--- src/logic/fpuFormatPkg.sv ---
package fpuFormatPkg;

  // Field widths of the half-precision format.
  parameter int EXPW = 5;
  parameter int FRACW = 10;

  // Exponent bias.
  parameter int BIAS = 15;

  // Largest exponent of a finite number.
  parameter int EXP_MAX = 30;

  // Canonical quiet NaN.
  parameter logic [15:0] QNAN = 16'h7E00;

  // Sign, biased exponent and fraction.
  typedef struct packed {
    logic             sign;
    logic [EXPW-1:0]  exp;
    logic [FRACW-1:0] frac;
  } fp16_t;

  // One FP16 word, seen as fields or as the raw bits on the bus.
  typedef union packed {
    fp16_t       fields;
    logic [15:0] bits;
  } fpWord_u;

  // Condition codes.
  // C and V stay at zero for add and subtract.
  typedef struct packed {
    logic Z;
    logic C;
    logic N;
    logic V;
  } condCode_t;

  // IEEE status flags raised by one operation.
  typedef struct packed {
    logic invalid;
    logic overflow;
    logic underflow;
    logic inexact;
  } opStatusFlag_t;

endpackage

--- src/logic/fpuBusPkg.sv ---
package fpuBusPkg;

  // AXI4-Lite address and data widths.
  parameter int ADDRW = 4;
  parameter int DATAW = 32;

  // Master-driven AXI4-Lite signals.
  typedef struct packed {
    logic             awvalid;
    logic [ADDRW-1:0] awaddr;
    logic             wvalid;
    logic [DATAW-1:0] wdata;
    logic             bready;
    logic             arvalid;
    logic [ADDRW-1:0] araddr;
    logic             rready;
  } axilReq_t;

  // Slave-driven AXI4-Lite signals.
  typedef struct packed {
    logic             awready;
    logic             wready;
    logic             bvalid;
    logic [1:0]       bresp;
    logic             arready;
    logic             rvalid;
    logic [DATAW-1:0] rdata;
    logic [1:0]       rresp;
  } axilRsp_t;

  // Queued command.
  // The operands are copied from the operand register at the CMD write.
  typedef struct packed {
    logic                  sub;
    fpuFormatPkg::fpWord_u in1;
    fpuFormatPkg::fpWord_u in2;
  } fpuCmd_t;

  // Result register, valid lands on bit 24 of the RESULT read data.
  typedef struct packed {
    logic                        valid;
    fpuFormatPkg::opStatusFlag_t flags;
    fpuFormatPkg::condCode_t     codes;
    fpuFormatPkg::fpWord_u       value;
  } fpuResult_t;

  // Register map.
  parameter logic [ADDRW-1:0] ADDR_OPERANDS = 4'h0;
  parameter logic [ADDRW-1:0] ADDR_CMD = 4'h4;
  parameter logic [ADDRW-1:0] ADDR_RESULT = 4'h8;
  parameter logic [ADDRW-1:0] ADDR_STATUS = 4'hC;

  // Bit of the CMD word that selects subtract.
  parameter int CMD_SUB_BIT = 0;

  // Response codes.
  parameter logic [1:0] RESP_OKAY = 2'b00;
  parameter logic [1:0] RESP_SLVERR = 2'b10;

endpackage

--- src/logic/fpuAddSub.sv ---
`timescale 1ns/10ps

module fpuAddSub #(
  parameter int LZCW = 20
) (
  input  logic                  clk,
  input  logic                  rstN,
  input  fpuBusPkg::fpuCmd_t    head,
  input  logic                  notEmpty,
  output logic                  pop,
  input  logic                  resultTaken,
  output fpuBusPkg::fpuResult_t result
);

  localparam int FRACW = fpuFormatPkg::FRACW;
  localparam int EXPW = fpuFormatPkg::EXPW;
  // Extended significand and sum widths.
  localparam int SIGW = LZCW + 1;
  localparam int SUMW = LZCW + 3;
  localparam int CNTW = $clog2(LZCW + 1);

  fpuFormatPkg::fp16_t a, b, largeNum, smallNum, normOut;
  logic effS1, effS2, swap, signLarge, effSub;
  logic aNaN, bNaN, aInf, bInf;
  logic [EXPW-1:0] expLarge, expSmall, alignShift;
  logic [FRACW:0] sigLarge, sigSmall;
  logic [2*SIGW-1:0] alignWide;
  logic alignSticky;
  logic [SUMW-1:0] extLarge, extSmall, sumWide;
  logic [CNTW-1:0] lzCount;
  fpuFormatPkg::opStatusFlag_t normFlags, nextFlags, flagsQ;
  fpuFormatPkg::condCode_t nextCodes, codesQ;
  fpuFormatPkg::fpWord_u nextValue, valueQ;
  logic resultValid;

  assign a = head.in1.fields;
  assign b = head.in2.fields;

  // Subtract flips the sign of in2.
  assign effS1 = a.sign;
  assign effS2 = b.sign ^ head.sub;
  assign effSub = effS1 ^ effS2;

  // Sort by magnitude, larger one on top.
  assign swap = {b.exp, b.frac} > {a.exp, a.frac};
  assign largeNum = swap ? b : a;
  assign smallNum = swap ? a : b;
  assign signLarge = swap ? effS2 : effS1;

  // Subnormals use exponent 1 and no hidden bit.
  assign expLarge = (largeNum.exp == '0) ? EXPW'(1) : largeNum.exp;
  assign expSmall = (smallNum.exp == '0) ? EXPW'(1) : smallNum.exp;
  assign sigLarge = {largeNum.exp != '0, largeNum.frac};
  assign sigSmall = {smallNum.exp != '0, smallNum.frac};

  // Align. The low half catches every bit shifted out.
  assign alignShift = expLarge - expSmall;
  assign alignWide = {sigSmall, {(LZCW-FRACW){1'b0}}, {SIGW{1'b0}}} >> alignShift;
  assign alignSticky = |alignWide[SIGW-1:0];

  // Sticky rides as an extra LSB so a borrow rounds correctly.
  assign extLarge = {1'b0, sigLarge, {(LZCW-FRACW){1'b0}}, 1'b0};
  assign extSmall = {1'b0, alignWide[2*SIGW-1:SIGW], alignSticky};
  assign sumWide = effSub ? extLarge - extSmall : extLarge + extSmall;

  fpuLZC #(.WIDTH(LZCW)) lzc0 (
    .lzcIn  (sumWide[SUMW-3:1]),
    .lzcOut (lzCount)
  );

  fpuNormalizer norm0 (
    .unnormSign    (signLarge),
    .unnormInt     (sumWide[SUMW-1:SUMW-2]),
    .unnormFrac    (sumWide[SUMW-3:1]),
    .unnormExp     (expLarge),
    .lzCount       (lzCount),
    .sticky        (sumWide[0]),
    .normOut       (normOut),
    .opStatusFlags (normFlags)
  );

  assign aNaN = (a.exp == '1) && (a.frac != '0);
  assign bNaN = (b.exp == '1) && (b.frac != '0);
  assign aInf = (a.exp == '1) && (a.frac == '0);
  assign bInf = (b.exp == '1) && (b.frac == '0);

  // Special values bypass the normalizer.
  always_comb begin
    nextFlags = '0;
    nextValue.fields = normOut;
    if (aNaN || bNaN) begin
      nextValue.bits = fpuFormatPkg::QNAN;
    end else if (aInf && bInf && effSub) begin
      nextValue.bits = fpuFormatPkg::QNAN;
      nextFlags.invalid = 1'b1;
    end else if (aInf) begin
      nextValue.fields = '{sign: effS1, exp: '1, frac: '0};
    end else if (bInf) begin
      nextValue.fields = '{sign: effS2, exp: '1, frac: '0};
    end else if (sumWide == '0) begin
      // Exact cancellation is +0.
      nextValue.bits = '0;
    end else begin
      nextFlags = normFlags;
    end

    nextCodes.Z = (nextValue.bits == '0);
    nextCodes.C = 1'b0;
    nextCodes.N = nextValue.fields.sign;
    nextCodes.V = 1'b0;
  end

  // Take the head only when the result register is free.
  assign pop = notEmpty && !resultValid;

  always_ff @(posedge clk or negedge rstN) begin
    if (!rstN) begin
      resultValid <= 1'b0;
    end else if (pop) begin
      resultValid <= 1'b1;
    end else if (resultTaken) begin
      resultValid <= 1'b0;
    end
  end

  always_ff @(posedge clk) begin
    if (pop) begin
      flagsQ <= nextFlags;
      codesQ <= nextCodes;
      valueQ <= nextValue;
    end
  end

  assign result = '{valid: resultValid, flags: flagsQ, codes: codesQ, value: valueQ};

  // A waiting head must not change under later pushes.
  assert property (@(posedge clk) disable iff (!rstN) notEmpty && !pop |=> $stable(head));

  // The front end only takes a result that is held.
  assert property (@(posedge clk) disable iff (!rstN) resultTaken |-> resultValid);

endmodule

--- src/logic/fpuAddSubTop.sv ---
`timescale 1ns/10ps

module fpuAddSubTop #(
  parameter int CMD_DEPTH = 4
) (
  input  logic                clk,
  input  logic                rstN,
  input  fpuBusPkg::axilReq_t bus,
  output fpuBusPkg::axilRsp_t busRsp
);

  // Front end to queue.
  logic                             pushValid;
  fpuBusPkg::fpuCmd_t               pushCmd;
  logic                             full;
  logic [$clog2(CMD_DEPTH+1)-1:0]   count;

  // Queue to arithmetic block.
  fpuBusPkg::fpuCmd_t               head;
  logic                             notEmpty;
  logic                             pop;

  // Result path back to the bus.
  fpuBusPkg::fpuResult_t            result;
  logic                             resultTaken;

  fpuAxilFront #(.DEPTH(CMD_DEPTH)) front0 (
    .clk         (clk),
    .rstN        (rstN),
    .bus         (bus),
    .busRsp      (busRsp),
    .pushValid   (pushValid),
    .pushCmd     (pushCmd),
    .full        (full),
    .result      (result),
    .resultTaken (resultTaken),
    .count       (count)
  );

  fpuCmdQueue #(.DEPTH(CMD_DEPTH)) queue0 (
    .clk       (clk),
    .rstN      (rstN),
    .pushValid (pushValid),
    .pushCmd   (pushCmd),
    .full      (full),
    .head      (head),
    .notEmpty  (notEmpty),
    .pop       (pop),
    .count     (count)
  );

  // Sum width covers the fraction plus as many guard bits.
  fpuAddSub #(.LZCW(2 * fpuFormatPkg::FRACW)) addSub0 (
    .clk         (clk),
    .rstN        (rstN),
    .head        (head),
    .notEmpty    (notEmpty),
    .pop         (pop),
    .resultTaken (resultTaken),
    .result      (result)
  );

endmodule

--- src/logic/fpuAxilFront.sv ---
`timescale 1ns/10ps

module fpuAxilFront #(
  parameter int DEPTH = 4
) (
  input  logic                       clk,
  input  logic                       rstN,
  input  fpuBusPkg::axilReq_t        bus,
  output fpuBusPkg::axilRsp_t        busRsp,
  output logic                       pushValid,
  output fpuBusPkg::fpuCmd_t         pushCmd,
  input  logic                       full,
  input  fpuBusPkg::fpuResult_t      result,
  output logic                       resultTaken,
  input  logic [$clog2(DEPTH+1)-1:0] count
);

  localparam int DATAW = fpuBusPkg::DATAW;

  // Operand register, one write loads both operands.
  fpuFormatPkg::fpWord_u opIn1;
  fpuFormatPkg::fpWord_u opIn2;

  logic             wrAccept;
  logic             rdAccept;
  logic             cmdWrite;
  logic             bvalidQ;
  logic             rvalidQ;
  logic [1:0]       brespQ;
  logic [1:0]       brespNext;
  logic [1:0]       rrespQ;
  logic [1:0]       rrespNext;
  logic [DATAW-1:0] rdataQ;
  logic [DATAW-1:0] rdataNext;

  // AW and W are taken together, one write at a time.
  assign wrAccept = bus.awvalid && bus.wvalid && !bvalidQ;
  assign rdAccept = bus.arvalid && !rvalidQ;

  // A CMD write pushes in its accept cycle unless the queue is full.
  assign cmdWrite = wrAccept && (bus.awaddr == fpuBusPkg::ADDR_CMD);
  assign pushValid = cmdWrite && !full;
  assign pushCmd = '{sub: bus.wdata[fpuBusPkg::CMD_SUB_BIT], in1: opIn1, in2: opIn2};

  // Write response by address.
  always_comb begin
    case (bus.awaddr)
      fpuBusPkg::ADDR_OPERANDS: brespNext = fpuBusPkg::RESP_OKAY;
      fpuBusPkg::ADDR_CMD: brespNext = full ? fpuBusPkg::RESP_SLVERR : fpuBusPkg::RESP_OKAY;
      default: brespNext = fpuBusPkg::RESP_SLVERR;
    endcase
  end

  // Read data by address, zero-extended.
  always_comb begin
    rdataNext = '0;
    rrespNext = fpuBusPkg::RESP_OKAY;
    case (bus.araddr)
      fpuBusPkg::ADDR_OPERANDS: rdataNext = {opIn2.bits, opIn1.bits};
      fpuBusPkg::ADDR_RESULT: rdataNext = DATAW'(result);
      fpuBusPkg::ADDR_STATUS: rdataNext = DATAW'(count);
      default: rrespNext = fpuBusPkg::RESP_SLVERR;
    endcase
  end

  // Reading a held result frees the result register.
  assign resultTaken = rdAccept && (bus.araddr == fpuBusPkg::ADDR_RESULT) && result.valid;

  always_ff @(posedge clk or negedge rstN) begin
    if (!rstN) begin
      bvalidQ <= 1'b0;
      rvalidQ <= 1'b0;
    end else begin
      if (wrAccept) begin
        bvalidQ <= 1'b1;
      end else if (bus.bready) begin
        bvalidQ <= 1'b0;
      end
      if (rdAccept) begin
        rvalidQ <= 1'b1;
      end else if (bus.rready) begin
        rvalidQ <= 1'b0;
      end
    end
  end

  always_ff @(posedge clk) begin
    if (wrAccept) begin
      brespQ <= brespNext;
    end
    if (wrAccept && (bus.awaddr == fpuBusPkg::ADDR_OPERANDS)) begin
      // Low half is in1, high half is in2.
      opIn1.bits <= bus.wdata[15:0];
      opIn2.bits <= bus.wdata[31:16];
    end
    if (rdAccept) begin
      rdataQ <= rdataNext;
      rrespQ <= rrespNext;
    end
  end

  assign busRsp = '{
    awready: wrAccept,
    wready:  wrAccept,
    bvalid:  bvalidQ,
    bresp:   brespQ,
    arready: rdAccept,
    rvalid:  rvalidQ,
    rdata:   rdataQ,
    rresp:   rrespQ
  };

  // Responses hold, unchanged, until the host is ready.
  assert property (@(posedge clk) disable iff (!rstN)
    bvalidQ && !bus.bready |=> bvalidQ && $stable(brespQ));

  assert property (@(posedge clk) disable iff (!rstN)
    rvalidQ && !bus.rready |=> rvalidQ && $stable(rdataQ) && $stable(rrespQ));

endmodule

--- src/logic/fpuCmdQueue.sv ---
`timescale 1ns/10ps

module fpuCmdQueue #(
  parameter int DEPTH = 4
) (
  input  logic                       clk,
  input  logic                       rstN,
  input  logic                       pushValid,
  input  fpuBusPkg::fpuCmd_t         pushCmd,
  output logic                       full,
  output fpuBusPkg::fpuCmd_t         head,
  output logic                       notEmpty,
  input  logic                       pop,
  output logic [$clog2(DEPTH+1)-1:0] count
);

  localparam int PTRW = (DEPTH > 1) ? $clog2(DEPTH) : 1;
  localparam int CNTW = $clog2(DEPTH + 1);

  fpuBusPkg::fpuCmd_t mem [DEPTH];
  logic [PTRW-1:0] rdPtr;
  logic [PTRW-1:0] wrPtr;

  // Wraps at DEPTH, which need not be a power of two.
  function automatic logic [PTRW-1:0] nextPtr(input logic [PTRW-1:0] ptr);
    return (ptr == PTRW'(DEPTH - 1)) ? '0 : ptr + 1'b1;
  endfunction

  always_ff @(posedge clk or negedge rstN) begin
    if (!rstN) begin
      rdPtr <= '0;
      wrPtr <= '0;
      count <= '0;
    end else begin
      if (pushValid) begin
        wrPtr <= nextPtr(wrPtr);
      end
      if (pop) begin
        rdPtr <= nextPtr(rdPtr);
      end
      case ({pushValid, pop})
        2'b10: count <= count + 1'b1;
        2'b01: count <= count - 1'b1;
        default: count <= count;
      endcase
    end
  end

  always_ff @(posedge clk) begin
    if (pushValid) begin
      mem[wrPtr] <= pushCmd;
    end
  end

  assign head = mem[rdPtr];
  assign full = (count == CNTW'(DEPTH));
  assign notEmpty = (count != '0);

  // The front end checks full before it pushes.
  assert property (@(posedge clk) disable iff (!rstN) pushValid |-> !full);

  // The arithmetic block only pops a present head.
  assert property (@(posedge clk) disable iff (!rstN) pop |-> notEmpty);

endmodule

--- src/logic/fpuLZC.sv ---
`timescale 1ns/10ps

module fpuLZC #(
  parameter int WIDTH = 20
) (
  input  logic [WIDTH-1:0]              lzcIn,
  output logic [$clog2(WIDTH+1)-1:0]    lzcOut
);

  localparam int CNTW = $clog2(WIDTH + 1);

  // Priority scan from the LSB up.
  // The last set bit seen is the most significant one.
  always_comb begin
    // All zero counts as the full width.
    lzcOut = CNTW'(WIDTH);
    for (int i = 0; i < WIDTH; i++) begin
      if (lzcIn[i]) begin
        lzcOut = CNTW'(WIDTH - 1 - i);
      end
    end
  end

endmodule

--- src/logic/fpuNormalizer.sv ---
`timescale 1ns/10ps

module fpuNormalizer (
  input  logic                               unnormSign,
  input  logic [1:0]                         unnormInt,
  input  logic [2*fpuFormatPkg::FRACW-1:0]   unnormFrac,
  input  logic [fpuFormatPkg::EXPW-1:0]      unnormExp,
  input  logic [fpuFormatPkg::EXPW-1:0]      lzCount,
  input  logic                               sticky,
  output fpuFormatPkg::fp16_t                normOut,
  output fpuFormatPkg::opStatusFlag_t        opStatusFlags
);

  localparam int FRACW = fpuFormatPkg::FRACW;
  localparam int EW = fpuFormatPkg::EXPW;
  localparam int FW = 2 * FRACW;

  // Integer part and fraction as one word, hidden bit at FW after the shift.
  logic [FW+1:0] shiftIn;
  logic [FW+1:0] shifted;
  logic [EW:0]   leftMax;
  logic [EW:0]   leftAmt;
  logic [EW:0]   expAdj;
  logic          stickyAdj;

  logic            guard;
  logic            roundBit;
  logic            stickyAll;
  logic            roundUp;
  logic [FRACW+1:0] mantRnd;
  logic [EW:0]     expRnd;
  logic            tiny;
  logic            inexact;
  logic            overflow;

  assign shiftIn = {unnormInt, unnormFrac};

  always_comb begin
    // Left shift puts the leading one on the hidden bit.
    // It stops at exponent 1, which leaves a subnormal.
    leftMax = {1'b0, unnormExp} - 1'b1;
    leftAmt = {1'b0, lzCount} + 1'b1;
    if (leftAmt > leftMax) begin
      leftAmt = leftMax;
    end

    if (unnormInt[1]) begin
      // Carry out of the integer part.
      shifted = shiftIn >> 1;
      stickyAdj = sticky | unnormFrac[0];
      expAdj = {1'b0, unnormExp} + 1'b1;
    end else if (unnormInt[0]) begin
      // Already normalized.
      shifted = shiftIn;
      stickyAdj = sticky;
      expAdj = {1'b0, unnormExp};
    end else begin
      shifted = shiftIn << leftAmt;
      stickyAdj = sticky;
      expAdj = {1'b0, unnormExp} - leftAmt;
    end
  end

  // Guard and round sit just below the kept fraction.
  assign guard = shifted[FRACW-1];
  assign roundBit = shifted[FRACW-2];
  assign stickyAll = stickyAdj | (|shifted[FRACW-3:0]);

  // Nearest-even, ties go to the even LSB.
  assign roundUp = guard & (roundBit | stickyAll | shifted[FRACW]);
  assign mantRnd = {1'b0, shifted[FW:FRACW]} + (FRACW + 2)'(roundUp);

  // A mantissa carry bumps the exponent, the fraction is then zero.
  assign expRnd = mantRnd[FRACW+1] ? expAdj + 1'b1 : expAdj;

  assign overflow = expRnd > (EW + 1)'(fpuFormatPkg::EXP_MAX);
  assign inexact = guard | roundBit | stickyAll | overflow;

  // tiny before rounding.
  assign tiny = ~shifted[FW];

  always_comb begin
    normOut.sign = unnormSign;
    if (overflow) begin
      // Round to nearest overflows to infinity.
      normOut.exp = '1;
      normOut.frac = '0;
    end else begin
      // No hidden bit after rounding means exponent field 0.
      normOut.exp = (mantRnd[FRACW+1:FRACW] != 2'b00) ? expRnd[EW-1:0] : '0;
      normOut.frac = mantRnd[FRACW-1:0];
    end

    opStatusFlags.invalid = 1'b0;
    opStatusFlags.overflow = overflow;
    opStatusFlags.underflow = tiny & inexact;
    opStatusFlags.inexact = inexact;
  end

endmodule

--- config.mk ---
export PLATFORM = sky130hd
export DESIGN_NAME = fpuAddSubTop
export DESIGN_NICKNAME = d
export VERILOG_FILES = /design/src/logic/fpuFormatPkg.sv /design/src/logic/fpuBusPkg.sv /design/src/logic/fpuAddSub.sv /design/src/logic/fpuAddSubTop.sv /design/src/logic/fpuAxilFront.sv /design/src/logic/fpuCmdQueue.sv /design/src/logic/fpuLZC.sv /design/src/logic/fpuNormalizer.sv
export SDC_FILE = /design/constraint.sdc
export NUM_CORES = 1
export LEC_CHECK = 0
export ABC_AREA = 1
export BUFFER_PORTS_ARGS = -buffer_cell sky130_fd_sc_hd__buf_2
export CAP_MARGIN = 20
export CORE_MARGIN = 5
export CORE_UTILIZATION = 68
export DETAILED_ROUTE_END_ITERATION = 8
export HOLD_SLACK_MARGIN = 0.02
export PLACE_DENSITY = 0.89
export SLEW_MARGIN = 25
export SYNTH_ARGS = -nofsm -noshare
export SYNTH_HDL_FRONTEND = slang
export SYNTH_HIERARCHICAL = 1
export SYNTH_SLANG_ARGS = --single-unit
--- constraint.sdc ---
create_clock -name clk -period 29.4 [get_ports clk]
set_clock_uncertainty 0.05 [all_clocks]
set_input_delay 2.94 -clock clk [delete_from_list [all_inputs] [get_ports clk]]
set_output_delay 2.94 -clock clk [all_outputs]
set_load 0.01 [all_outputs]
# After elaboration in Yosys (flattened, before gate mapping)
# Memory sizes are Yosys's and may differ from the RTL's.
# Index checks and enable logic that the tools add are counted.
[classes]
n_mux = 59
n_addsub = 13
reduce_logical = 42
n_bitwise = 12
div_mod_pow = 0
order_cmp = 3
mul = 0
n_eq_ne = 10
n_shift = 2
[op_table]
columns = ["op", "n"]
rows = [
  ["2-to-1 mux 5 bit", 22],
  ["case mux 32 bit (3 select lines)", 1],
  ["2-to-1 mux 16 bit", 5],
  ["2-to-1 mux 15 bit", 3],
  ["2-to-1 mux 21 bit", 2],
  [">> shifter 42 x 5 -> 42 bit", 1],
  ["2-to-1 mux 6 bit", 4],
  ["adder 22 x 22 -> 23 bit", 1],
  ["logical NOT 23 bit", 1],
  ["2-to-1 mux 23 bit", 1],
  ["subtractor 22 x 22 -> 23 bit", 1],
  ["left shift 22 x 6 -> 21 bit", 1],
  ["OR reduction 21 bit", 1],
  ["logical NOT 10 bit", 2],
  ["nonzero test 10 bit", 2],
  ["logical NOT 16 bit", 1],
  ["> comparator 15 bit", 1],
  ["logical AND 1 bit", 15],
  ["adder 11 x 1 -> 12 bit", 1],
  ["adder 5 x 1 -> 6 bit (second input constant)", 2],
  ["2-to-1 mux 1 bit", 11],
  ["== test 5 bit (second input constant)", 2],
  ["logical NOT 5 bit", 2],
  ["nonzero test 2 bit", 5],
  ["31 further kinds", 53],
]
[totals]
reg_bits = 100
latchBits = 0
mem_count = 1
romBits = 0
ram_bits = 132
[mem_list]
columns = ["name", "depth", "width", "rd", "rd_ports_with_merged_regs", "write_ports", "line_no", "text"]
rows = [
  ["queue0.mem", 4, 33, 1, 0, 1, "fpuCmdQueue.sv:20", "fpuBusPkg::fpuCmd_t mem [DEPTH];"],
]

# Logic depth before layout (Yosys ltp)
# An unclocked memory read counts as a cell.
[depth]
word_depth = 51
mapped_depth = 110
depth_no_buf = 102

# Hierarchy
# The synthesis kept the hierarchy.
[modules_own_cells]
columns = ["mod", "instances", "cells_each", "area_per_inst_um2"]
rows = [
  ["fpuCmdQueue", 1, 505, 5919.4],
  ["fpuAddSub", 1, 847, 4888.4],
  ["fpuNormalizer", 1, 575, 3059.2],
  ["fpuAxilFront", 1, 206, 2732.6],
  ["fpuLZC", 1, 58, 251.5],
]

# Worst setup path before layout
# Ideal clock, no wire load.
[synth_path]
path_type = "register to register"
from = "reg queue0.rdPtr[0]"
to = "reg addSub0.codesQ, in the netlist addSub0/result[19] (data pin)"
stages_incl_launch_ff = 80
setup_time_ns = 0.252
arrival_ns = 11.015
slack_ns = 18.083
required_ns = 29.098
path_cell_list = "dfrtp_1 > buf_6 > buf_6 > buf_6 > o211ai_2 > nand2_1 > ha_1 > nand2_1 > inv_1 > nand2_1 > nand2_1 > a21oi_1 > nand2_4 > nand2_4 > buf_6 > clkbuf_1 > nand2_1 > o21ai_0 > (+44 left out) > inv_1 > nand3b_1 > nand3_1 > a21oi_1 > nand4_1 > xnor2_1 > inv_1 > o21ai_2 > nand2_4 > buf_12 > nor2_2 > inv_1 > nor2_1 > nand2_2 > nand2_2 > nor2_1 > nand3_1 > nor2_1"
[synth_lines]
columns = ["item", "line_no", "text"]
rows = [
  ["start, declared", "fpuCmdQueue.sv:21", "logic [PTRW-1:0] rdPtr;"],
  ["start signal, assigned", "fpuCmdQueue.sv:39", "rdPtr <= nextPtr(rdPtr);"],
  ["end signal, assigned", "fpuAddSub.sv:129", "codesQ <= nextCodes;"],
  ["end, declared", "fpuAddSub.sv:32", "fpuFormatPkg::condCode_t nextCodes, codesQ;"],
]

==> flow_summary.json <==
{
  "layout_worst_path_cycle_share_pct": 53.1,
  "route.antenna.remaining_nets": 0,
  "crit_path_max_fanout": 74,
  "worst_hold_path_type": "reg2reg",
  "post_synth_num_cell_types": 59,
  "fp.dieW_um": 167,
  "synthesis.area_mm2": 0.0169,
  "cts.repair_timing.setup_buffer_count": 0,
  "slew_headroom_pct": 33.5,
  "detail_route.vias_per_cell": 6.05,
  "antenna_cells_inserted": 0,
  "setup-violations-final": 0,
  "global_route_wire_length_before_repair_um": 77100,
  "first_global_vias": 14600,
  "rsz0062_at_grt": "false",
  "worst-slew-pin-transition_ps": 991,
  "final.hold.worst_slack_ps": 491,
  "reg2regPathDepth": 69,
  "remaining_drc_errors": 0,
  "routed-via-count": 15500,
  "ys.warnings.count": 6,
  "nNetsFinal": 2336,
  "synth_simple_gate_area_share_pct": 34.3,
  "crit_path_top_delay_cell": "dfrtp_4",
  "synth_seq_area_share_pct": 40.5,
  "timing.rr.end": "addSub0/result[19]",
  "worstPathArrival_ps": 15920,
  "place_ws_ps": 14300,
  "synth.avg_cell_area_um2": 7.69,
  "cpMostUsedCell": "inv_1",
  "synth_cells": 2191,
  "drtIter0Drc": 1922,
  "main_combinational_cell_family_by_area_after_synthesis": "simple AND/OR/NAND/NOR gates",
  "clockBufferDepth": 3,
  "layout.filler_cells": 1771,
  "placeableCoreArea_mm2": 0.0244,
  "critical_path.startpoint_type": "register",
  "cap_viol_max_count": 0,
  "criticalPathCategory": "reg2reg",
  "wl_um": 49000,
  "totalNegativeSetupSlack_ps": 0,
  "worstHoldEndpoint": "queue0/mem[3][10]",
  "min_delay_path_depth": 0,
  "ctsRootBufferMaster": "clkbuf_16",
  "cts_buffer_count": 23,
  "initial_standard_cell_utilization_of_the_core_pct": 69.1,
  "fraction_of_the_mapped_netlist_area_in_compound_gates_pct": 8.10,
  "boundaryPins": 88,
  "grt_max_degree": 75,
  "synth_xor_area_share_pct": 1.49,
  "placementRows": 57,
  "portBuffers": 85,
  "clock-sinks": 229,
  "cp_endpoint_kind": "register",
  "period_needed_ps": 15610,
  "die-height_um": 167,
  "post_synth_edffs": 219,
  "synth_ff_type": "edfxtp_1",
  "cts.reportedPaths.clkPinSlew_ps": 60,
  "crit-reg2reg-launch": "queue0/rdPtr[0]",
  "layout_common_cells": "637 x nand2_1, 300 x nand3_1, 280 x inv_1, 219 x edfxtp_1, 184 x nor2_1",
  "grt.overflow.total": 0,
  "post_synth_fa_ha_maj_area_fraction_pct": 4.89,
  "synthMuxAreaShare_pct": 0,
  "cts_tree": "built",
  "drt_first_pass_iters": 7,
  "number_of_antenna_violations_at_the_first_check_in_global_routing": 1,
  "cts_hold_repair.buffers": 0,
  "hold_path_startpoint": "front0/opIn2[10]",
  "layoutNonFillerInstCount": 2565,
  "result_of_the_run": "finished clean",
  "placedCellCount": 2524,
  "htreeDepth": 1,
  "rrSetupSlack_ps": 13790,
  "postLayoutSetupSlackWorst_ps": 13790,
  "gp_congestion": 0.986,
  "floorplan.die_area_mm2": 0.0280,
  "worstPathRequired_ps": 29710,
  "worst_skew_pair.late_latency_ps": 530,
  "detailed_place_hpwl_um": 34500,
  "layout-drive-gt1-share_pct": 12.9,
  "wl_per_cell_um": 19.1,
  "areaGrowthSynthToFinish_pct": 6.31,
  "most_common_library_cell_in_the_layout_ignoring_fill_and_taps": "nand2_1",
  "postSynthRegisterBits": 229,
  "post_cts_resize_count": 0,
  "hold_viol_final": 0,
  "grt_util_all_layers_pct": 34.1,
  "max_stage_delay_ps": 870,
  "final-max-slew-violation-count": 0,
  "max_clock_freq_mhz": 64.1,
  "async_flop_share_pct": 4.37
}
## critical path, delay by kind of cell (launching register included)
family          cells  cell delay [ps]
simple gates       28             4160
compound gates     16             3970
buf+inv            15             3040
fa+ha+maj           7             2220
xor+xnor            3             1090
flops               1              870
## routing by layer
layer	vias up	GRT usage [%]	wire length (um)
li1	7228	-	-
met1	7152	46.3	19300
met3	173	6.13	4960
met4	2	14.2	2460
met2	973	54.5	22200
met5	-	0	13
## per-stage QoR
step / util (%) / cell area (um2)
after CTS: 73.4 / 17900
after detailed placement: 70.3 / 17100
after global routing: 73.4 / 17900
final: 73.4 / 17900
after global placement: 70.3 / 17100
after floorplan: - / 16900
## cell type report
class / instances / area [um2] / area share, %
multi-input combinational: 1568 / 8240 / 46.0
sequential: 229 / 6830 / 38.1
inverter: 304 / 1140 / 6.38
clock buffer: 32 / 669 / 3.74
timing repair buffer: 99 / 531 / 2.96
tap: 324 / 405 / 2.26
clock inverter: 9 / 95.1 / 0.531
## kinds of logic after synthesis
logic type | after synthesis
flip-flops | 229
AO/OA/AOI/OAI | 196
XOR/XNOR | 27
adder cells (fa/ha/maj) | 64
AND/OR/NAND/NOR | 1276
buffers and inverters | 396
other | 3
## sequential cells by signal, summed over array words and instances (netlist names), 2 cells and up
register,cells
front0/rdataQ,32
front0/opIn2,16
queue0/rdPtr,2
queue0/count,3
addSub0/result,6
queue0/wrPtr,2
queue0/mem,132
front0/opIn1,16
addSub0/valueQ,15
## Yosys cell counts, drive strengths merged (18+ instances only)
master	number	area, um2
o211ai	35	388
inv	297	1120
xor2	20	190
a21oi	65	344
clkbuf	23	90.1
o21ai	63	372
nor2	218	986
ha	61	763
nand4	26	163
nand2	679	2700
nand3	314	1660
nor3	18	90.1
edfxtp	219	6580
buf	69	568
## how the worst max path moves through the flow
stage | start | to | slack [ps] | cells after the start
5_1_grt | queue0/rdPtr[0] | addSub0/result[19] | 12260 | 74
4_1_cts | queue0/rdPtr[0] | addSub0/result[19] | 14090 | 69
6_report | queue0/rdPtr[0] | addSub0/result[19] | 13790 | 69
3_5_place_dp | queue0/rdPtr[0] | addSub0/result[19] | 14300 | 68
3_3_place_gp | queue0/rdPtr[0] | addSub0/result[19] | 14890 | 70
2_1_floorplan | queue0/rdPtr[0] | addSub0/result[19] | 18080 | 79
Power is not shown: default switching activity piles up to over one toggle a cycle in this logic, so the estimate is an artifact.
